## src/dcache_pkg.sv

```systemverilog
package dcache_pkg;

    //////////////////////////////////////////////////////////////////////
    // geometry defaults
    //////////////////////////////////////////////////////////////////////

    // set index bits
    localparam int index_width_def = 4;
    // word offset bits inside a line, four words per line
    localparam int offset_width_def = 2;
    // two ways, the lru bit and hit logic assume this
    localparam int way_num = 2;
    // remaining address bits above index, offset and byte select
    localparam int tag_width_def = 32 - index_width_def - offset_width_def - 2;

    //////////////////////////////////////////////////////////////////////
    // payload types
    //////////////////////////////////////////////////////////////////////

    typedef logic [31:0] word_t;

    // one tag array entry
    typedef struct packed {
        logic                     valid;
        logic [tag_width_def-1:0] tag;
    } tag_entry_t;

    // full cache line, word 0 in the low bits
    typedef word_t [2**offset_width_def-1:0] line_t;

endpackage

```

## src/dcache_ctrl.sv

```systemverilog
`timescale 1ns/1ps

module dcache_ctrl (
    input  logic                           clk,
    input  logic                           rstn,
    input  logic                           valid,
    output logic                           ready,
    input  logic                           buf_we_op,
    input  logic                           hit,
    input  logic                           hit_way,
    input  logic                           victim_way,
    input  logic                           mem_addr_ok,
    input  logic                           mem_data_ok,
    output logic                           buf_we,
    output logic [dcache_pkg::way_num-1:0] tag_we,
    output logic [dcache_pkg::way_num-1:0] data_we,
    output logic                           refill,
    output logic                           lru_use,
    output logic                           use_way,
    output logic                           rdata_valid,
    output logic                           mem_req,
    output logic                           mem_wr
);

    typedef enum logic [2:0] {
        idle,
        lookup,
        miss_read,
        miss_wait,
        refill_done,
        mem_write
    } state_t;

    state_t state;
    state_t next_state;

    always_ff @(posedge clk or negedge rstn) begin
        if (!rstn) begin
            state <= idle;
        end else begin
            state <= next_state;
        end
    end

    //////////////////////////////////////////////////////////////////////
    // next state and strobes
    //////////////////////////////////////////////////////////////////////

    always_comb begin
        next_state  = state;
        ready       = 1'b0;
        buf_we      = 1'b0;
        tag_we      = '0;
        data_we     = '0;
        refill      = 1'b0;
        lru_use     = 1'b0;
        use_way     = 1'b0;
        rdata_valid = 1'b0;
        mem_req     = 1'b0;
        mem_wr      = 1'b0;

        case (state)
            // refill_done is the settle cycle after a line fill
            idle, refill_done: begin
                ready      = 1'b1;
                buf_we     = valid;
                next_state = valid ? lookup : idle;
            end

            lookup: begin
                if (buf_we_op) begin
                    // write through, and update the line only on a hit
                    mem_req    = 1'b1;
                    mem_wr     = 1'b1;
                    next_state = mem_addr_ok ? idle : mem_write;
                    if (hit) begin
                        data_we[hit_way] = 1'b1;
                        lru_use          = 1'b1;
                        use_way          = hit_way;
                    end
                end else if (hit) begin
                    // read hit, overlap with the next request
                    rdata_valid = 1'b1;
                    lru_use     = 1'b1;
                    use_way     = hit_way;
                    ready       = 1'b1;
                    buf_we      = valid;
                    next_state  = valid ? lookup : idle;
                end else begin
                    mem_req    = 1'b1;
                    next_state = mem_addr_ok ? miss_wait : miss_read;
                end
            end

            miss_read: begin
                mem_req = 1'b1;
                if (mem_addr_ok) begin
                    next_state = miss_wait;
                end
            end

            miss_wait: begin
                if (mem_data_ok) begin
                    // fill the victim way and forward the word
                    refill              = 1'b1;
                    tag_we[victim_way]  = 1'b1;
                    data_we[victim_way] = 1'b1;
                    lru_use             = 1'b1;
                    use_way             = victim_way;
                    rdata_valid         = 1'b1;
                    next_state          = refill_done;
                end
            end

            mem_write: begin
                mem_req = 1'b1;
                mem_wr  = 1'b1;
                if (mem_addr_ok) begin
                    next_state = idle;
                end
            end

            default: begin
                next_state = idle;
            end
        endcase
    end

endmodule

```

## config.mk

```make
export PLATFORM = sky130hd
export DESIGN_NAME = dcache_ctrl
export DESIGN_NICKNAME = d
export VERILOG_FILES = /design/src/dcache_pkg.sv /design/src/dcache_ctrl.sv
export SDC_FILE = /design/constraint.sdc
export NUM_CORES = 1
export LEC_CHECK = 0
export ABC_AREA = 1
export BUFFER_PORTS_ARGS = -buffer_cell sky130_fd_sc_hd__buf_2
export CORE_AREA = 4 4 41 43
export DETAILED_ROUTE_END_ITERATION = 7
export DIE_AREA = 0 0 45 47
export MAX_ROUTING_LAYER = met4
export REMOVE_ABC_BUFFERS = 1
export SETUP_SLACK_MARGIN = 0.4
export SYNTH_ARGS = -nofsm -noshare
export SYNTH_HDL_FRONTEND = slang
export SYNTH_SLANG_ARGS = --single-unit
```

## constraint.sdc

```tcl
create_clock -name clk -period 2.1 [get_ports clk]
set_input_delay 0.525 -clock clk [delete_from_list [all_inputs] [get_ports clk]]
set_output_delay 0.525 -clock clk [all_outputs]
set_load 0.01 [all_outputs]
```

* After elaboration in Yosys (flattened, before gate mapping)
Cells that the tools add are included.
** Word-level totals
- Register bits :: 3
- Input port bits :: 9
- Output and inout port bits :: 12
- Logic and storage cells :: 55
** Operators by class
- Magnitude comparators :: 4
- Equality and inequality tests :: 8
- Multiplexer cells :: 36
- Reduce and logical (&&, ||, !) cells :: 6
** Operators with widths (number)
- $mux W1 :: 15
- $mux W3 :: 5
- $pmux W3 S5 :: 1
- $pmux W1 S2 :: 7
- $mux W2 :: 5
- $eq A3 B2 Y1 const B :: 2
- $eq A3 B3 Y1 const B :: 2
- $ne A2 B2 Y1 const B :: 3
- $lt A1 B2 Y1 const B :: 2
- $pmux W2 S2 :: 1
- $reduce_or A2 Y1 :: 2
- $eq A3 B1 Y1 const B :: 1
- $logic_not A3 Y1 :: 1
- $reduce_and A3 Y1 :: 1
- $demux W1 S1 :: 2
- $ge A1 B1 Y1 const B :: 2
- $logic_and A1 B1 Y1 :: 2

* Depth between registers and ports, before layout
- Depth after elaboration :: 7
- Gate-level depth with buffers :: 8
- Gate-level depth less buffers :: 8

* Worst setup path before layout
OpenSTA, ideal clock, no wires.
- Kind :: input to output
- Start :: input mem_data_ok
- End :: output use_way
- Arrival time :: 1.002 ns
- Required time :: 1.575 ns
- Path slack :: 0.573 ns
- Stages :: 4
- Buffers on the path :: 0
- Path through :: inv_1 -> nor2_4 -> nand2_1 -> o21ai_1
** Between the ends
- Longest elaborated chain between the ends :: 2
** Ends and longest elaborated chain
- from (decl) :: RTL line dcache_ctrl.sv:13 : input logic mem_data_ok,
- $mux W1 :: RTL line dcache_ctrl.sv:103 : if (mem_data_ok) begin
- $pmux W1 S2 :: RTL line dcache_ctrl.sv:62 : case (state)
- to (decl) :: RTL line dcache_ctrl.sv:19 : output logic use_way,
Every way passes these cells.

* Final worst setup path
- Start :: register state[1]
- End :: output data_we[1] in the netlist's numbering
** Between the ends
- Longest elaborated chain between the ends :: 2
- Elaborated cells between the ends (all ways) :: 3
- Those cells by class :: eq/ne: 2; mux: 1
** Ends and longest elaborated chain
- from (decl) :: RTL line dcache_ctrl.sv:34 : state_t state;
- from (signal assigned) :: RTL line dcache_ctrl.sv:39 : state <= idle;
- from (signal assigned) :: RTL line dcache_ctrl.sv:41 : state <= next_state;
- $eq A3 B2 Y1 / $eq A3 B1 Y1 (equally long branches) :: RTL line dcache_ctrl.sv:62
- $pmux W2 S2 * :: RTL line dcache_ctrl.sv:62
- to (decl) :: RTL line dcache_ctrl.sv:16 : output logic [dcache_pkg::way_num-1:0] data_we,
Every way passes the cells marked *; elsewhere a longest branch is shown, timed or not.

==> run metrics <==
status=complete, no violations; First-pass DRT Iterations=1; post-synth cell types=18; leak pwr=0.4043 nW; number of port buffers=20; nets=108; routability cong.=0.7465; RSZ-0062 raised after global routing=yes; Reg power frac=0.156; antenna violations before repair=0; Vias/cell=4.416; GR Util All Layers=0.1186; Gate Count Post-Synth=61; P per Cell Area=1201 nW/um^2; Chip Height=47 um; Post-DRT Antenna Nets=0; worst clock skew=0.001554 ns; CP arrival=1.29 ns; Avg WL per Cell=10.03 um; relative slew slack=0.8618; FF+latch count, synth=3; Hold Fails Final Rpt=0; first-pass GRT wire length=1800 um; hold_buf cts=0; slowest cell on the critical path=dfrtp_2; H-tree Lvls=1; Ant. Diodes=0; most flop-heavy register=state; worst-path fanout max=6; Logic pwr share=0.724; clock share of power=0.120; Num CTS Buffers=3; dpl hpwl=814 um; largest net degree at the start of global routing=7; P&R area growth vs syn=72.06%; biggest registers after layout=state: 3 flops; Max Cap Violations=0; Seq/Total Area, Yosys=0.1905; DRC Markers=0; Final Non-Filler Cells=113; chip width=45 um; cells along the critical path=inv_4, nand3_4, inv_4, nand2_4, o31ai_4, buf_2; sw frac=0.4522; Routed WL=1133 um; VDD IR max=0.4955 mV; FP Rows=13; GRT overflow=0; clock slew at reported path FFs=0.03 ns; fmax=550.6 MHz; Slew Viols, Final=0; Clock Tree Buf Depth=2; Final Setup Violations=0; PnR worst setup slack=0.2838 ns; Critical Path Start Type=register; CTS root buffer=clkbuf_4; core area=1301 um^2; layout cells sized above 1=0.6429; max reg flops=3; worst hold path type=input pin to asynchronous set/reset pin; Synthesis Warnings=0; FF-to-FF Start=state[1]; max incr delay on CP=0.44 ns; dpl ws=0.3372 ns; crit path launch=state[1]; Critical Path End Type=output pin; family with the most delay on the worst path=flip-flops; CP dominant cell by count=inv_4; slew at the pin closest to its max-slew limit=0.2052 ns; cell area after synthesis=394.1 um^2; Initial Util=0.3029; Sw Pwr=0.0003683 W; setup_tns=0 ns; syn avg cell area=6.461 um^2; initial DRC count=0; CTS tree=yes; Hold WS=0.08477 ns; Die Footprint=2115 um^2; clk sinks=3; minimum clock period after layout=1.816 ns; Worst-Skew Late Latency=0.23 ns; CP Class=register to output pin; vias in the first global route=470; Int Power=0.0004462 W; worst endpoint required time=1.57 ns; total number of vias=499; crit path buf inv count=3; Ports=21; DP Cell Count=96; period utilization=0.8648
## power by group through the flow
stage	sequential [W]	combinational (W)	clock, W
after global routing	0.000132	0.000645	0.000106
after floorplan	0.000112	0.000268	0
final	0.000127	0.000589	0.0000978
after global placement	0.000114	0.000377	0
after detailed placement	0.000116	0.000382	0
after CTS	0.000122	0.000565	0.000105
## repair_timing
item | 4_1_cts | 5_1_grt
pin swaps | 5 | 2
setup buffers | 12 | 1
gates resized for setup | 8 | 6
setup endpoints to repair | 11 | 12
endpoints found under the hold margin | 0 | 0
## layer usage
layer | global-route usage | part of all wire | up-vias | wire (um)
li1 | - | - | 264 | -
met1 | 0.1304 | 0.37 | 214 | 420
met2 | 0.2175 | 0.50 | 19 | 564
met3 | 0.007663 | 0.11 | 2 | 125
met4 | 0.05263 | 0.019 | 0 | 22
met5 | - | 0 | - | 0
## cells in the final DEF (no fill, tap or decap), drive strengths merged
cell type,n
buf,33
clkbuf,4
clkinv,1
dfrtp,3
inv,14
nand2,20
nand3,7
nor2,8
o21ai,4
o21bai,1
o22ai,2
o31ai,1
## cell families (layout without fill, tap and decap cells)
| logic type | Yosys count | count (layout) | synth area share |
|---|---|---|---|
| flops | 3 | 3 | 0.1905 |
| buf+inv | 15 | 52 | 0.1460 |
| compound gates | 8 | 8 | 0.1810 |
| simple gates | 35 | 35 | 0.4825 |
## cell type report
cell class	instances	area [um^2]
tap	15	18.77
clock buffer	4	26.28
fill	136	623.1
sequential	3	77.57
multi-input combinational	43	289.0
inverter	15	62.56
timing repair buffer	33	203.9
## final timing paths
| path | end | cells past startpoint | slack [ns] |
|---|---|---|---|
| min in group clk | state[2] | 2 | 0.55 |
| max | data_we[1] | 6 | 0.28 |
| min | state[0] | 1 | 0.08 |
| max reg2reg | state[1] | 10 | 0.79 |
| min reg2reg | state[0] | 2 | 0.64 |
| max in group asynchronous | state[1] | 1 | 1.90 |
## per-stage QoR
| stage | utilization | cell area [um^2] | power [W] |
|---|---|---|---|
| 2_1_floorplan | - | 394.1 | 0.0003798 |
| 3_3_place_gp | 0.3942 | 513.0 | 0.0004911 |
| 3_5_place_dp | 0.3942 | 513.0 | 0.0004979 |
| 4_1_cts | 0.5038 | 655.6 | 0.0007924 |
| 5_1_grt | 0.5212 | 678.2 | 0.0008831 |
| 6_report | 0.5212 | 678.2 | 0.0008145 |
## cells in the mapped netlist, drive strengths merged
cell    number  area [um^2]
inv         14        52.55
o21ai        4        23.77
nand2       20        97.59
dfrtp        3        75.07
clkinv       1        5.000
o21bai       1        7.510
o31ai        1        21.27
o22ai        2        18.77
nand3        7        55.05
nor2         8        37.54
Power figures use the tool's default switching activity.
