**config.mk**
```make
export PLATFORM = sky130hd
export DESIGN_NAME = dcache_sram
export DESIGN_NICKNAME = d
export VERILOG_FILES = /design/src/dcache_pkg.sv /design/src/dcache_sram.sv
export SDC_FILE = /design/constraint.sdc
export NUM_CORES = 1
export LEC_CHECK = 0
export ABC_CLOCK_PERIOD_IN_PS = 1250
export BUFFER_PORTS_ARGS = -buffer_cell sky130_fd_sc_hd__buf_2
export CAP_MARGIN = 15
export CORE_MARGIN = 4
export CORE_UTILIZATION = 45
export CTS_CLUSTER_DIAMETER = 80
export DETAILED_ROUTE_END_ITERATION = 8
export HOLD_SLACK_MARGIN = 0.1
export SLEW_MARGIN = 20
export SYNTH_ARGS = -nofsm -noshare
export SYNTH_HDL_FRONTEND = slang
export SYNTH_SLANG_ARGS = --single-unit
```
**constraint.sdc**
```tcl
create_clock -name clk -period 1.25 [get_ports clk]
set_input_delay 0.25 -clock clk [delete_from_list [all_inputs] [get_ports clk]]
set_output_delay 0.25 -clock clk [all_outputs]
set_load 0.01 [all_outputs]
```
**src/dcache_pkg.sv**
```systemverilog
package dcache_pkg;

    //////////////////////////////////////////////////////////////////////
    // geometry defaults
    //////////////////////////////////////////////////////////////////////

    // set index bits
    localparam int index_width_def = 4;
    // word offset bits inside a line, four words per line
    localparam int offset_width_def = 2;
    // two ways, the lru bit and hit logic assume this
    localparam int way_num = 2;
    // remaining address bits above index, offset and byte select
    localparam int tag_width_def = 32 - index_width_def - offset_width_def - 2;

    //////////////////////////////////////////////////////////////////////
    // payload types
    //////////////////////////////////////////////////////////////////////

    typedef logic [31:0] word_t;

    // one tag array entry
    typedef struct packed {
        logic                     valid;
        logic [tag_width_def-1:0] tag;
    } tag_entry_t;

    // full cache line, word 0 in the low bits
    typedef word_t [2**offset_width_def-1:0] line_t;

endpackage

```
**src/dcache_sram.sv**
```systemverilog
`timescale 1ns/1ps

module dcache_sram #(
    parameter int  depth_width = dcache_pkg::index_width_def,
    parameter type payload_t   = dcache_pkg::word_t
) (
    input  logic                   clk,
    input  logic                   rstn,
    input  logic                   we,
    input  logic [depth_width-1:0] raddr,
    input  logic [depth_width-1:0] waddr,
    input  payload_t               wdata,
    output payload_t               rdata
);

    localparam int depth = 2**depth_width;

    payload_t store [depth];

    // cleared on reset so every tag entry starts invalid
    always_ff @(posedge clk or negedge rstn) begin
        if (!rstn) begin
            for (int i = 0; i < depth; i++) begin
                store[i] <= '0;
            end
        end else if (we) begin
            store[waddr] <= wdata;
        end
    end

    // registered read, old contents on a same-address write
    always_ff @(posedge clk or negedge rstn) begin
        if (!rstn) begin
            rdata <= '0;
        end else begin
            rdata <= store[raddr];
        end
    end

endmodule

```
== Yosys cells after proc, flatten, opt, wreduce, memory -nomap -nowiden ==
Cells that the tools add are included.

* Register bits after elaboration: 544
* Input bits: 43
* Output and inout bits: 32
* Word-level logic and storage cells: 29

* $lt $le $gt $ge: 3
* Multiplexer cells: 6
* Bitwise operators: 2
* Reductions and logical operators: 1

{| class="wikitable"
|+ Operators by type and width
! kind !! number
|-
| $bwmux 512 || 1
|-
| $bmux 32 s4 || 1
|-
| $demux 32 s4 || 1
|-
| $mux 32 || 3
|-
| $ge 5x5->1 const B || 2
|-
| $not 4->5 || 2
|-
| $lt 5x1->1 const B || 1
|-
| $logic_and 1x1->1 || 1
|}

== Longest topological paths before layout ==
Gate-level depths: netlist of the first run.

* Depth after elaboration: 6
* Depth in mapped cells: 5
* Depth with buffers taken out: 3

== Worst setup path after synthesis of the first run ==
OpenSTA, ideal clock, no wires.

* Kind: input to register
* From: in raddr[0]
* To: reg rdata[0] (netlist name)
* Setup time: 0.124 ns
* Arrival: 1.546 ns
* Data required time: 1.126 ns
* Setup slack: -0.420 ns
* Cell stages on the path: 5
* Path buffers: 2
* Cell sequence: buf_2 > buf_2 > mux4_2 > a22oi_1 > nand2_1

* Word-level cells in the longest chain between the ends: 4

{| class="wikitable"
|+ Ends and longest elaborated chain
! item !! RTL line !! RTL
|-
| start: declaration || dcache_sram.sv:10 || <nowiki>input logic [depth_width-1:0] raddr,</nowiki>
|-
| $not 4->5 (not written as such) || dcache_sram.sv:36 || <nowiki>rdata <= store[raddr];</nowiki>
|-
| $bmux 32 s4 || dcache_sram.sv:36 ||
|-
| $mux 32 (not written as such) (2 in series) || dcache_sram.sv:36 ||
|-
| end signal: assignment || dcache_sram.sv:36 ||
|-
| end: declaration || dcache_sram.sv:13 || <nowiki>output payload_t rdata</nowiki>
|}

No other way between the ends. The select of a mux whose other input is x is not followed.
A chain may end at the register's enable or synchronous reset.

== Worst setup path after layout of the first run ==
* From: reg rdata[18] (netlist name)
* To: out rdata[18] (netlist name)

No word-level cell between the ends.

==> flow_summary.json, run 1 <==
{
  "status": "complete, but fails checks",
  "violations": "negative setup slack",
  "worstSkewPairLatency_ps": 620,
  "vias": 13230,
  "hold_slack_ps": 91.72,
  "crit_path_top_delay_cell": "dfrtp_1",
  "grt_overflow": 0,
  "synth_top_flop_cell": "dfrtp_1",
  "drtPass1Iterations": 5,
  "synth_nets": 1479,
  "finalPower_w": 0.05092,
  "synth_seq_area_share_pct": 57.74,
  "synthArstFlopShare_pct": 100.0,
  "hold_viol": 0,
  "required_ps": 1000,
  "syn_area_um2": 23580,
  "multi_input_area_um2": 9933,
  "synth_most_common_cell": "dfrtp_1",
  "post-route-util_pct": 56.34,
  "ir_worst_vdd_uv": 1345,
  "period_minus_slack_ps": 1452,
  "max_freq_mhz": 688.6,
  "yosys-top-cells-area": "dfrtp_1 (58%), mux2_2 (24%), mux4_2 (12%), a22oi_1 (2.0%), buf_2 (1.3%)",
  "worst-path-buf-inv": 1,
  "hpwlAfterDp_um": 37190,
  "hold_class": "input port to async pin",
  "min_period_over_period_pct": 116.2,
  "h-tree-depth": 2,
  "rsz0062_at_grt": "yes",
  "dieWidth_um": 236.9,
  "fp.dieH_um": 236.9,
  "routedLengthMet1_um": 27090,
  "root_buffer": "clkbuf_16",
  "drive_gt1_share_pct": 61.45,
  "avgSynthCellArea_um2": 16.42,
  "critPathLaunchType": "register",
  "setup-tns-final_ps": -4212,
  "regArea_um2": 13610,
  "diodes": 0,
  "crit_type": "register to primary output",
  "fillers": 4017,
  "crit_path_end_kind": "primary output",
  "setup_ws_ps": -202.3,
  "portBuffers": 74,
  "grt_pass1_wl_um": 92320,
  "clk_pin_slew_ps": 60,
  "cp.arrival_ps": 1200,
  "final_nets": 1668,
  "top_layer_used": "met5",
  "finalSetupViolCount": 48,
  "clock_sinks": 544,
  "numCtsBuffers": 58,
  "cpPeakStageDelay_ps": 430,
  "synth_commonest_cells": "dfrtp_1 (544), mux2_2 (509), mux4_2 (128)",
  "synth.distinct_cells": 19,
  "syn2layout_area_growth_pct": 23.34,
  "drt_iter0_markers": 689,
  "synth.largest_area_cell": "dfrtp_1",
  "path_cells": "buf_2",
  "dpl_worst_slack_ps": -682.8,
  "drt-wirelength-per-cell_um": 25.22,
  "std_cell_rows": 83,
  "crit_family": "flip-flops",
  "grt_pass1_vias": 14710,
  "ys_seq_elements": 544,
  "met2WireLength_um": 29070,
  "drc": 0,
  "worst_slew_pin_slew_ps": 318.3,
  "clock_path_buffers": 3,
  "drt-total-wl_um": 59350,
  "max_cap_violations": 0,
  "slew_viol_final": 0,
  "leakagePower_nw": 12.56,
  "syn_inst": 1436,
  "grt_max_degree": 55,
  "yosysWarnings": 0,
  "fp.coreArea_um2": 51610,
  "fin_skew_ps": 8.345,
  "dr_wl_met3_um": 2172,
  "synth_edf_count": 0,
  "slew_headroom_pct": 78.78,
  "power.density_nw_per_um2": 1751,
  "track_usage_pct": 21.35,
  "initial_utilization_pct": 45.68,
  "cp_max_fo": 1,
  "ant_nets": 0,
  "ios": 75,
  "die-area_um2": 56110,
  "netlist.area_leader.share_pct": 57.74,
  "via_per_inst": 5.624,
  "cts_tree": "done",
  "globalplace.congestion": 0.7510,
  "antenna_found_initial": 2
}
-- registers in the layout, indices dropped and copies added (netlist names) --
| register | cells |
|---|---|
| store | 512 |
| rdata | 32 |
-- power breakdown --
| part | switching, W | internal (W) |
|---|---|---|
| Sequential | 0.00202 | 0.0217 |
| Clock | 0.00708 | 0.0109 |
| Combinational | 0.00330 | 0.00588 |
| Total | 0.0124 | 0.0385 |
-- timing repair --
action	in CTS	in global routing
cloned	0	1
endpoints found under the hold margin	964	0
hold buffers	29	0
pin swaps	13	4
setup buffers	1	3
gates resized for setup	40	23
setup endpoints to repair	73	150
-- placed cells by master (no fill, tap or decap), drive strengths merged --
master         n
nand3b         2
or3            2
dfrtp        544
dlygate4sd3   29
nor2           7
bufinv         7
mux2         512
mux4         128
nor3           6
nand3          2
clkbuf        89
clkinv        11
and2           1
buf          226
nor2b          2
a22oi         64
nand2b         3
nor4           1
inv            2
nand2         34
or4            1
-- stage by stage --
stage	std cells	area, µm²
3_5_place_dp	2212	26420
2_1_floorplan	1436	24160
5_1_grt	2353	29080
4_1_cts	2349	28910
3_3_place_gp	2212	26420
6_report	2353	29080
-- final timing paths --
check	startpoint	to	slack, ps	depth (start not counted)
hold reg to reg	store[454]	store[454]	490	1
min in group clk	wdata[24]	store[184]	140	2
setup reg to reg	store[386]	rdata[2]	-70	3
hold / removal	rstn	store[99]	90	2
max in group asynchronous	rstn	store[140]	460	4
setup / recovery	rdata[18]	rdata[18]	-200	1
-- metal layers --
layer	GRT usage (%)	vias up
li1	-	5739
met1	30.77	7212
met2	34.89	212
met3	2.819	69
met4	5.149	2
met5	0	-
-- cell families (layout without fill, tap and decap cells) --
group	after synthesis	after routing	share of synthesized area [%]
AOI/OAI and AO/OA	64	64	2.038
muxes	640	640	36.68
and+or+nand+nor	61	61	1.184
DFF	544	544	57.74
buffers and inverters	127	364	2.351
-- layout make-up --
class / instances / share of cell area [%]
Clock inverter: 20 / 1.024
Tap cell: 680 / 2.926
Timing Repair Buffer: 256 / 9.170
Clock buffer: 88 / 5.900
Multi-Input combinational cell: 765 / 34.16
Sequential cell: 544 / 46.82
Power figures use the tool's default switching activity.
==> run 2, diff against run 1 <==
Settings changed: CAP_MARGIN 15 to 20, PLACE_DENSITY from default to 0.62.
==> run 2 against run 1 <==
Effect of this change: the flow still finishes with violations (negative setup slack); worst setup slack improved by 85 ps; clock-buffer cell count decreased by 2; sequential share of layout area up 0.46 points; first-iteration DRC count shrank 9.3%; largest power group unchanged; highest routed layer unchanged.
==> flow_summary.json, run 2 (synthesized netlist as in run 1, its figures left out) <==
{
  "worstSkewPairLatency_ps": 600,
  "critPathLaunchType": "register",
  "globalplace.congestion": 0.7776,
  "slew_viol_final": 0,
  "initial_utilization_pct": 45.68,
  "period_minus_slack_ps": 1367,
  "crit_family": "flip-flops",
  "sw_frac_of_total_pct": 24.48,
  "fp.coreArea_um2": 51610,
  "clock_sinks": 544,
  "status": "complete, but fails checks",
  "ant_nets": 0,
  "final_cell_area_um2": 28790,
  "ir_worst_vdd_uv": 1308,
  "die-area_um2": 56110,
  "grt_overflow": 0,
  "crit_type": "register to primary output",
  "diodes": 0,
  "antenna_found_initial": 3,
  "regMostFlops": "store",
  "finalSetupViolCount": 52,
  "root_buffer": "clkbuf_16",
  "min_period_over_period_pct": 109.4,
  "numCtsBuffers": 58,
  "crit_path_end_kind": "primary output",
  "drt_iter0_markers": 625,
  "cts_tree": "done",
  "hold_viol": 0,
  "grt_pass1_vias": 14740,
  "path_cells": "buf_2",
  "ios": 75,
  "placedCellCount": 2200,
  "vias": 13250,
  "worst-path-buf-inv": 1,
  "p_comb_share_pct": 18.3,
  "via_per_inst": 5.702,
  "leakagePower_nw": 12.39,
  "drc": 0,
  "rrSetupSlack_ps": -80,
  "grt_max_degree": 66,
  "final_nets": 1647,
  "hpwlAfterDp_um": 36720,
  "hold_class": "input port to register",
  "clock_path_buffers": 3,
  "power_switching_w": 0.01221,
  "internal-power_w": 0.03765,
  "required_ps": 1000,
  "worst_slew_pin_slew_ps": 431.0,
  "final_common_cell": "dfrtp_1",
  "slew_headroom_pct": 71.27,
  "drt-wirelength-per-cell_um": 24.85,
  "pwr-share-seq_pct": 47.6,
  "finalPower_w": 0.04985,
  "largest_reg_flops": 512,
  "syn2layout_area_growth_pct": 22.13,
  "clk_pin_slew_ps": 60,
  "reg.largest.list": "store: 512 flops, rdata: 32 flops",
  "dpl_worst_slack_ps": -605.0,
  "std_cell_rows": 83,
  "cp.arrival_ps": 1120,
  "p_clk_share_pct": 34.1,
  "drt-total-wl_um": 57760,
  "fp.dieH_um": 236.9,
  "max_freq_mhz": 731.5,
  "cpPeakStageDelay_ps": 370,
  "drtPass1Iterations": 4,
  "grt_pass1_wl_um": 91070,
  "crit_path_top_delay_cell": "dfrtp_1",
  "power.density_nw_per_um2": 1731,
  "max_cap_violations": 0,
  "post-route-util_pct": 55.78,
  "cp_max_fo": 1,
  "rsz0062_at_grt": "yes",
  "instances_no_fill": 2324,
  "setup_ws_ps": -117.0,
  "drive_gt1_share_pct": 61.62,
  "track_usage_pct": 20.96,
  "violations": "negative setup slack",
  "portBuffers": 74,
  "h-tree-depth": 2,
  "final_cell_mix": "dfrtp_1 (544), mux2_2 (469), mux4_2 (128), buf_4 (74), buf_2 (66)",
  "fin_skew_ps": 22.56,
  "dieWidth_um": 236.9,
  "postPlaceCellArea_um2": 26390
}
run 2: through the flow:
step | hold slack, ps | setup TNS, ps
floorplan | -45.59 | -78090
global placement | 98.02 | -243560
detailed placement | 99.19 | -252660
CTS | 100.0 | -5244
global route | 127.8 | -6431
finish | 142.9 | -3621
run 2: per-layer routing:
metal	vias up	global-route usage, %	part of all wire [%]
li1	5710	-	-
met1	7223	29.30	45
met2	218	34.53	49
met3	97	3.180	3.6
met4	4	5.874	2.5
met5	-	0	0.036
run 2: final cells by class:
type                       instances  area (µm²)
fill                            4092       22820
multi-input combinational        765        9947
tap                              680       850.8
clock buffer                      86        1688
clock inverter                    14       187.7
sequential                       544       13610
timing repair buffer             235        2505
run 2: power by group through the flow:
| stage | logic, W | clock network, W | registers (W) |
|---|---|---|---|
| finish | 0.00912 | 0.0170 | 0.0237 |
| global route | 0.00992 | 0.0182 | 0.0242 |
| CTS | 0.00914 | 0.0175 | 0.0237 |
| detailed placement | 0.00879 | 0 | 0.0240 |
| global placement | 0.00852 | 0 | 0.0237 |
| floorplan | 0.00635 | 0 | 0.0234 |
run 2: final timing paths:
kind / startpoint / end / depth (start not counted)
max: rdata[13] / rdata[13] / 1
min: wdata[17] / store[177] / 2
max reg2reg: store[387] / rdata[3] / 3
min reg2reg: store[454] / store[454] / 1
max in group asynchronous: rstn / store[90] / 3
min in group asynchronous: rstn / store[59] / 3
run 2: repair_timing:
action	CTS	global route
pin swaps	17	2
hold buffers	22	0
endpoints found under the setup margin	63	64
buffers inserted	0	2
endpoints found under the hold margin	786	0
resized for setup	45	18
