`src/dcache_pkg.sv`:
```
package dcache_pkg;

    //////////////////////////////////////////////////////////////////////
    // geometry defaults
    //////////////////////////////////////////////////////////////////////

    // set index bits
    localparam int index_width_def = 4;
    // word offset bits inside a line, four words per line
    localparam int offset_width_def = 2;
    // two ways, the lru bit and hit logic assume this
    localparam int way_num = 2;
    // remaining address bits above index, offset and byte select
    localparam int tag_width_def = 32 - index_width_def - offset_width_def - 2;

    //////////////////////////////////////////////////////////////////////
    // payload types
    //////////////////////////////////////////////////////////////////////

    typedef logic [31:0] word_t;

    // one tag array entry
    typedef struct packed {
        logic                     valid;
        logic [tag_width_def-1:0] tag;
    } tag_entry_t;

    // full cache line, word 0 in the low bits
    typedef word_t [2**offset_width_def-1:0] line_t;

endpackage

```
`src/dcache_lru.sv`:
```
`timescale 1ns/1ps

module dcache_lru #(
    parameter int index_width = dcache_pkg::index_width_def
) (
    input  logic                   clk,
    input  logic                   rstn,
    input  logic [index_width-1:0] index,
    input  logic                   lru_use,
    input  logic                   use_way,
    output logic                   victim_way
);

    // one bit per set holding the most recently used way
    logic [2**index_width-1:0] last_used;

    always_ff @(posedge clk or negedge rstn) begin
        if (!rstn) begin
            last_used <= '0;
        end else if (lru_use) begin
            last_used[index] <= use_way;
        end
    end

    // evict whichever way was not touched last
    assign victim_way = ~last_used[index];

endmodule

```
`config.mk`:
```
export PLATFORM = sky130hd
export DESIGN_NAME = dcache_lru
export DESIGN_NICKNAME = d
export VERILOG_FILES = /design/src/dcache_pkg.sv /design/src/dcache_lru.sv
export SDC_FILE = /design/constraint.sdc
export NUM_CORES = 1
export LEC_CHECK = 0
export BUFFER_PORTS_ARGS = -buffer_cell sky130_fd_sc_hd__buf_2
export CORE_ASPECT_RATIO = 1.75
export CORE_MARGIN = 4
export CORE_UTILIZATION = 37
export CTS_BUF_LIST = sky130_fd_sc_hd__clkbuf_4 sky130_fd_sc_hd__clkbuf_8
export DETAILED_ROUTE_END_ITERATION = 6
export GPL_TIMING_DRIVEN = 1
export SKIP_LAST_GASP = 1
export SYNTH_ARGS = -nofsm -noshare
export SYNTH_HDL_FRONTEND = slang
export SYNTH_SLANG_ARGS = --single-unit
```
`constraint.sdc`:
```
create_clock -name clk -period 1.46 [get_ports clk]
set_clock_uncertainty 0.15 [all_clocks]
set_input_delay 0.146 -clock clk [delete_from_list [all_inputs] [get_ports clk]]
set_output_delay 0.146 -clock clk [all_outputs]
set_load 0.02 [all_outputs]
```
Word-level counts from Yosys, hierarchy flattened
Cells that the tools add are included.

storage, ports and cells
  register bits after elaboration = 16
  input bits = 8
  output and inout port bits = 1
  word-level logic and storage cells = 10

operators by class
  magnitude comparators = 2
  multiplexer cells = 5
  bitwise operators = 1
  reduce and logical (&&, ||, !) cells = 1

operators by type and width
  kind                number
  $bwmux 16           1
  $lt 4x5->1 const B  1
  $bmux 1 s4          1
  $demux 1 s4         1
  $ge 4x1->1 const B  1
  $mux 1              2
  $logic_and 1x1->1   1
  $not 1->1           1

Longest topological paths before layout
Gate-level depths: netlist (run 1).

  depth after elaboration = 5
  depth in mapped cells = 4
  gate-level depth less buffers = 3

Worst setup path after synthesis (run 1)
Ideal clock, no wire load.

  path kind = register -> output
  start point = register last_used[3]
  end point = output victim_way
  arrival time = 1.231 ns
  required time = 1.164 ns
  path slack = -0.067 ns
  cell stages (with the launch flop) = 4
  path buffers = 0
  path through = dfrtp_1 mux4_2 a22oi_1 and3_1

on the way
  cells in the longest elaborated chain, start to end = 3

RTL lines
  item                             RTL line          RTL
  start, declared                  dcache_lru.sv:15  logic [2**index_width-1:0] last_used;
  start signal, assigned by index  dcache_lru.sv:21  last_used[index] <= use_way;
  $bmux 1 s4                       dcache_lru.sv:26  assign victim_way = ~last_used[index];
  $mux 1 (implied by the code)     dcache_lru.sv:26
  $not 1->1                        dcache_lru.sv:26
  end, declared                    dcache_lru.sv:11  output logic victim_way

No other way between the ends. The select of a mux whose other input is x is not followed.

Worst setup path after layout (run 1)
Same ends and word-level chain as after synthesis.

==> impl_metrics.json, run 1 <==
{
  "yosys.area_share.simple_pct": 17.0,
  "synth_area_leaders": "dfrtp_1 (47%), mux2_2 (21%), mux4_2 (11%)",
  "wl_met3_um": 50,
  "slowest_stage": "mux4_2",
  "fin_ws_ps": -456,
  "grt_max_degree": 17,
  "hold-worst-slack_ps": 140,
  "die_w_um": 44.3,
  "antenna_cells": 0,
  "ys_seq_area_share_pct": 46.9,
  "fmax_mhz": 522,
  "hold_class": "in2async",
  "cap_violations": 0,
  "io_buffers": 8,
  "setup-violations-final": 1,
  "dieArea_um2": 3170,
  "crit_chain": "mux4_2 > a22oi_2 > and3_4 > buf_4",
  "clock_latency_ps": 280,
  "synthMuxAreaShare_pct": 31.7,
  "drive_gt1_share_pct": 45.7,
  "drc_errors": 0,
  "antenna_found_initial": 0,
  "avgSynthCellArea_um2": 12.0,
  "critPathArrivalTime_ps": 1620,
  "dr_total_vias": 576,
  "wl_per_cell_um": 15.8,
  "track_usage_pct": 11.6,
  "numClockSinks": 16,
  "met2WireLength_um": 924,
  "p_clk_share_pct": 25.5,
  "highest_layer": "met4",
  "netlist.area_leader.share_pct": 46.9,
  "worstSetupEndpointType": "output port",
  "drv_slew": 0,
  "path_class": "reg2out",
  "cts_tree": "done",
  "tightest_slew_ps": 367,
  "dp_hpwl_mm": 1.21,
  "core_um2": 2150,
  "finalCriticalPeriod_ps": 1920,
  "synth_cell_type_count": 16,
  "cts_buffers": 3,
  "rows": 22,
  "post-route-period-util_pct": 131,
  "root_buffer": "clkbuf_4",
  "ir_worst_vdd_mv": 0.528,
  "largest_register": "last_used",
  "outcome": "finished with violations",
  "routed_wl_mm": 1.65,
  "synthXorXnorAreaFrac_pct": 0,
  "synth_top_family_by_area": "multiplexers",
  "rsz0062_at_grt": "yes",
  "tns_ps": -456,
  "synth_area_um2": 853,
  "required_ps": 1160,
  "die_h_um": 71.5,
  "internal_power_uw": 867,
  "clockBufferDepth": 2,
  "viasPerCell": 5.49,
  "gp_congestion": 0.761,
  "slew_headroom_pct": 75.5,
  "comb_power_share_pct": 23.1,
  "synth_warnings": 0,
  "layout.nets": 90,
  "synth_area_leader_cell": "dfrtp_1",
  "swShare_pct": 25.6,
  "grt_overflow": 0,
  "largestRegisters": "last_used: 16 flops",
  "grt_pass1_wl_mm": 2.69,
  "areaGrowthSynthToFinish_pct": 13.3,
  "clk_pin_slew_worst_paths_ps": 100,
  "cpPeakStageDelay_ps": 480,
  "cp-start-kind": "flop",
  "hold_viol": 0,
  "drt-initial-drc-count": 22,
  "pin_count": 9,
  "synth_nets": 79,
  "total_power_mw": 1.16,
  "ys_ff_latch": 16,
  "failed_checks": "setup timing",
  "start_util_pct": 39.7,
  "grt_pass1_vias": 616,
  "cts_max_level": 1,
  "synth_compound_area_share_pct": 0.880,
  "cp_max_fo": 2,
  "power.switching_uw": 298,
  "finish.utilization_pct": 45.0,
  "drt-met1-wl_um": 658,
  "yosys.area_share.adder_pct": 0,
  "dr.pass1.iters": 4,
  "ant_nets": 0,
  "powerDensity_nw_per_um2": 1200,
  "largest_register_ffs": 16,
  "synthCells": 71,
  "leakagePower_nw": 0.401,
  "seqPwrFrac_pct": 51.4
}
==> what timing repair did <==
item | CTS | global route
pin swaps | 0 | 0
hold buffers | 1 | 0
hold endpoints to repair | 16 | 0
gates resized for setup | 2 | 0
setup buffers | 1 | 0
endpoints found under the setup margin | 1 | 1
==> area by class of cell <==
type	count	area, um^2
Sequential cell	16	400
Timing Repair Buffer	11	67.6
Fill cell	213	1180
Multi-Input combinational cell	50	433
Clock buffer	4	36.3
Tap cell	24	30.0
==> cell families after synthesis <==
| kind of cell | count (synthesis) |
|---|---|
| AOI/OAI and AO/OA | 1 |
| buffers and inverters | 5 |
| DFF | 16 |
| muxes | 20 |
| and+or+nand+nor | 29 |
==> critical path, delay by kind of cell, from the launching register on <==
family	cells	cell delay (ps)
flops	1	390
compound gates	1	160
mux	1	480
buf+inv	1	130
simple gates	1	180
==> path summary, 6_finish.rpt <==
path                                          start                   endpoint  slack [ps]  cells after the start
max                        last_used[3]$_DFFE_PN0P_                 victim_way        -460                      4
min                                            rstn   last_used[6]$_DFFE_PN0P_         140                      2
max reg2reg                last_used[3]$_DFFE_PN0P_   last_used[3]$_DFFE_PN0P_         430                      2
min reg2reg                last_used[9]$_DFFE_PN0P_   last_used[9]$_DFFE_PN0P_         370                      1
max in group asynchronous                      rstn   last_used[8]$_DFFE_PN0P_         760                      2
min in group clk                           index[3]  last_used[12]$_DFFE_PN0P_         150                      3
==> synth_stat cells, drive strengths merged <==
| master | count |
|---|---|
| mux2 | 16 |
| nand2 | 5 |
| and3 | 1 |
| nand2b | 2 |
| clkbuf | 1 |
| nor3 | 3 |
| nor3b | 1 |
| mux4 | 4 |
| dfrtp | 16 |
| nor2 | 10 |
| buf | 4 |
| a22oi | 1 |
| nand3 | 3 |
| nor2b | 2 |
| nand3b | 2 |
==> layout by cell type (no fill, tap or decap) <==
master / n
mux2_2: 16
dfrtp_1: 16
nor2_1: 10
buf_2: 7
nand2_1: 5
mux4_2: 4
nand3_1: 3
nor3_1: 3
clkbuf_4: 3
buf_4: 3
nor2b_1: 2
nand3b_1: 2
nand2b_1: 2
a22oi_2: 1
and3_4: 1
nor3b_2: 1
clkbuf_8: 1
dlygate4sd3_1: 1
==> power by group through the flow <==
| stage | registers, mW | logic (mW) | clock network (mW) |
|---|---|---|---|
| 2_1_floorplan | 0.585 | 0.206 | 0 |
| 3_3_place_gp | 0.603 | 0.245 | 0 |
| 3_5_place_dp | 0.609 | 0.250 | 0 |
| 4_1_cts | 0.598 | 0.272 | 0.301 |
| 5_1_grt | 0.613 | 0.294 | 0.313 |
| 6_report | 0.598 | 0.269 | 0.298 |
==> metrics by stage <==
stage | area (um^2) | setup WS, ps | std cells
finish | 967 | -456 | 105
global route | 967 | -503 | 105
CTS | 967 | -455 | 105
detailed placement | 906 | -187 | 99
global placement | 906 | -172 | 99
floorplan | 858 | -31.8 | 71
==> per-layer routing <==
| metal | track usage, % | vias up |
|---|---|---|
| met1 | 12.4 | 296 |
| met3 | 1.76 | 2 |
| met2 | 20.5 | 11 |
| met5 | 0 | - |
| met4 | 6.71 | 0 |
| li1 | - | 267 |
(Power assumes the default switching activity.)
==> inputs of run 2 (changes only) <==
--- a/config.mk
+++ b/config.mk
@@ -6,12 +6,12 @@
 export NUM_CORES = 1
 export LEC_CHECK = 0
 export BUFFER_PORTS_ARGS = -buffer_cell sky130_fd_sc_hd__buf_2
-export CORE_ASPECT_RATIO = 1.75
 export CORE_MARGIN = 4
-export CORE_UTILIZATION = 37
+export CORE_UTILIZATION = 53
 export CTS_BUF_LIST = sky130_fd_sc_hd__clkbuf_4 sky130_fd_sc_hd__clkbuf_8
 export DETAILED_ROUTE_END_ITERATION = 6
 export GPL_TIMING_DRIVEN = 1
+export PLACE_DENSITY = 0.76
 export SKIP_LAST_GASP = 1
 export SYNTH_ARGS = -nofsm -noshare
 export SYNTH_HDL_FRONTEND = slang
==> impl_metrics.json, run 2 (same netlist as run 1, synthesis figures left out) <==
{
  "cp_max_fo": 2,
  "ir_worst_vdd_mv": 0.773,
  "leakagePower_nw": 0.396,
  "cp-start-kind": "flop",
  "core_um2": 1510,
  "path_class": "reg2out",
  "post-cts-setup-buffer-count": 0,
  "fin_cells": 96,
  "critPathBufInv": 1,
  "drv_slew": 0,
  "cap_violations": 0,
  "failed_checks": "setup timing",
  "io_buffers": 8,
  "layout.nets": 89,
  "dr.pass1.iters": 4,
  "fin_ws_ps": -453,
  "p_clk_share_pct": 25.6,
  "largest_register_ffs": 16,
  "finalCriticalPeriod_ps": 1910,
  "post-route-period-util_pct": 131,
  "hold_viol": 0,
  "grt_pass1_vias": 610,
  "rsz0062_at_grt": "yes",
  "wl_per_cell_um": 15.5,
  "slowest_stage": "mux4_2",
  "drt-initial-drc-count": 8,
  "largest_register": "last_used",
  "power.switching_uw": 289,
  "viasPerCell": 5.83,
  "use_met3_pct": 2.21,
  "fmax_mhz": 523,
  "root_buffer": "clkbuf_4",
  "dr_total_vias": 560,
  "areaGrowthSynthToFinish_pct": 11.3,
  "pin_count": 9,
  "dieArea_um2": 2320,
  "gr-usage-met2_pct": 27.7,
  "drc_errors": 0,
  "internal_power_uw": 859,
  "seqPwrFrac_pct": 52.1,
  "cts_max_level": 1,
  "die_h_um": 48.1,
  "die_w_um": 48.1,
  "worstSetupEndpointType": "output port",
  "outcome": "finished with violations",
  "crit_chain": "mux4_2 > a22oi_2 > and3_4 > buf_4",
  "numClockSinks": 16,
  "dp_hpwl_mm": 1.11,
  "clockBufferDepth": 2,
  "antenna_found_initial": 0,
  "final_cell_mix": "mux2_2 (16), dfrtp_1 (16), nor2_1 (10)",
  "largestRegisters": "last_used: 16 flops",
  "dpl.cell_count": 91,
  "comb_power_share_pct": 22.3,
  "grt_busiest_layer": "met2",
  "critical-path-top-delay-family": "multiplexers",
  "hold_class": "in2async",
  "swShare_pct": 25.2,
  "grtUsageMet1_pct": 23.5,
  "cpPeakStageDelay_ps": 460,
  "gp_congestion": 0.729,
  "placed_area_um2": 896,
  "start_util_pct": 56.6,
  "clk_pin_slew_worst_paths_ps": 100,
  "drive_gt1_share_pct": 45.0,
  "critPathArrivalTime_ps": 1620,
  "rows": 14,
  "cts_buffers": 3,
  "setup-violations-final": 1,
  "fill_cells": 125,
  "clock_latency_ps": 280,
  "ant_nets": 0,
  "tightest_slew_ps": 354,
  "grt_max_degree": 17,
  "slew_headroom_pct": 76.4,
  "track_usage_pct": 17.6,
  "cts_tree": "done",
  "grt_pass1_wl_mm": 2.74,
  "design_area_um2": 950,
  "grt_overflow": 0,
  "required_ps": 1160,
  "powerDensity_nw_per_um2": 1210,
  "routed_wl_mm": 1.49,
  "antenna_cells": 0
}
run 2: changes by cell type in the layout (fill, tap and decap cells not counted):
cell   delta
buf_4     -1
run 2: final timing paths:
kind,start,end,slack (ps),cells past startpoint
hold / removal,rstn,last_used[12]$_DFFE_PN0P_,130,2
setup reg to reg,last_used[10]$_DFFE_PN0P_,last_used[10]$_DFFE_PN0P_,550,1
setup / recovery,last_used[2]$_DFFE_PN0P_,victim_way,-450,4
max in group asynchronous,rstn,last_used[4]$_DFFE_PN0P_,760,2
hold reg to reg,last_used[3]$_DFFE_PN0P_,last_used[3]$_DFFE_PN0P_,360,1
min in group clk,index[3],last_used[12]$_DFFE_PN0P_,140,3
run 2: timing repair:
action,4_1_cts,5_1_grt
resized for setup,1,1
hold buffers,1,0
pin swaps,0,0
endpoints found under the setup margin,1,1
hold endpoints to repair,16,0
run 2: layout make-up:
type                    count  area (um^2)  area share (%)
well taps                  16         20.0            2.11
flip-flops and latches     16          400            42.2
multi-input cells          50          433            45.6
repair buffers             10         60.1            6.32
clock buffers               4         36.3            3.82
run 2: through the flow:
step	TNS, ps	hold slack, ps	power (mW)	utilization (%)	worst slack, ps
floorplan	-31.8	-300	0.791	-	-31.8
global placement	-184	-76.1	0.846	59.5	-165
detailed placement	-206	-70.9	0.858	59.5	-179
CTS	-457	132	1.15	62.7	-457
global route	-549	146	1.23	63.0	-549
finish	-453	134	1.15	63.0	-453
run 2: power by group through the flow:
stage | Sequential, mW | Clock, mW | Combinational, mW
2_1_floorplan | 0.585 | 0 | 0.206
3_3_place_gp | 0.605 | 0 | 0.241
3_5_place_dp | 0.610 | 0 | 0.248
4_1_cts | 0.600 | 0.300 | 0.254
5_1_grt | 0.613 | 0.326 | 0.290
6_report | 0.598 | 0.294 | 0.256
run 2: metal layers:
| layer | up-vias | routed length, um |
|---|---|---|
| met5 | - | 0 |
| met4 | 0 | 18 |
| met3 | 2 | 53 |
| met2 | 8 | 710 |
| met1 | 280 | 705 |
| li1 | 270 | - |
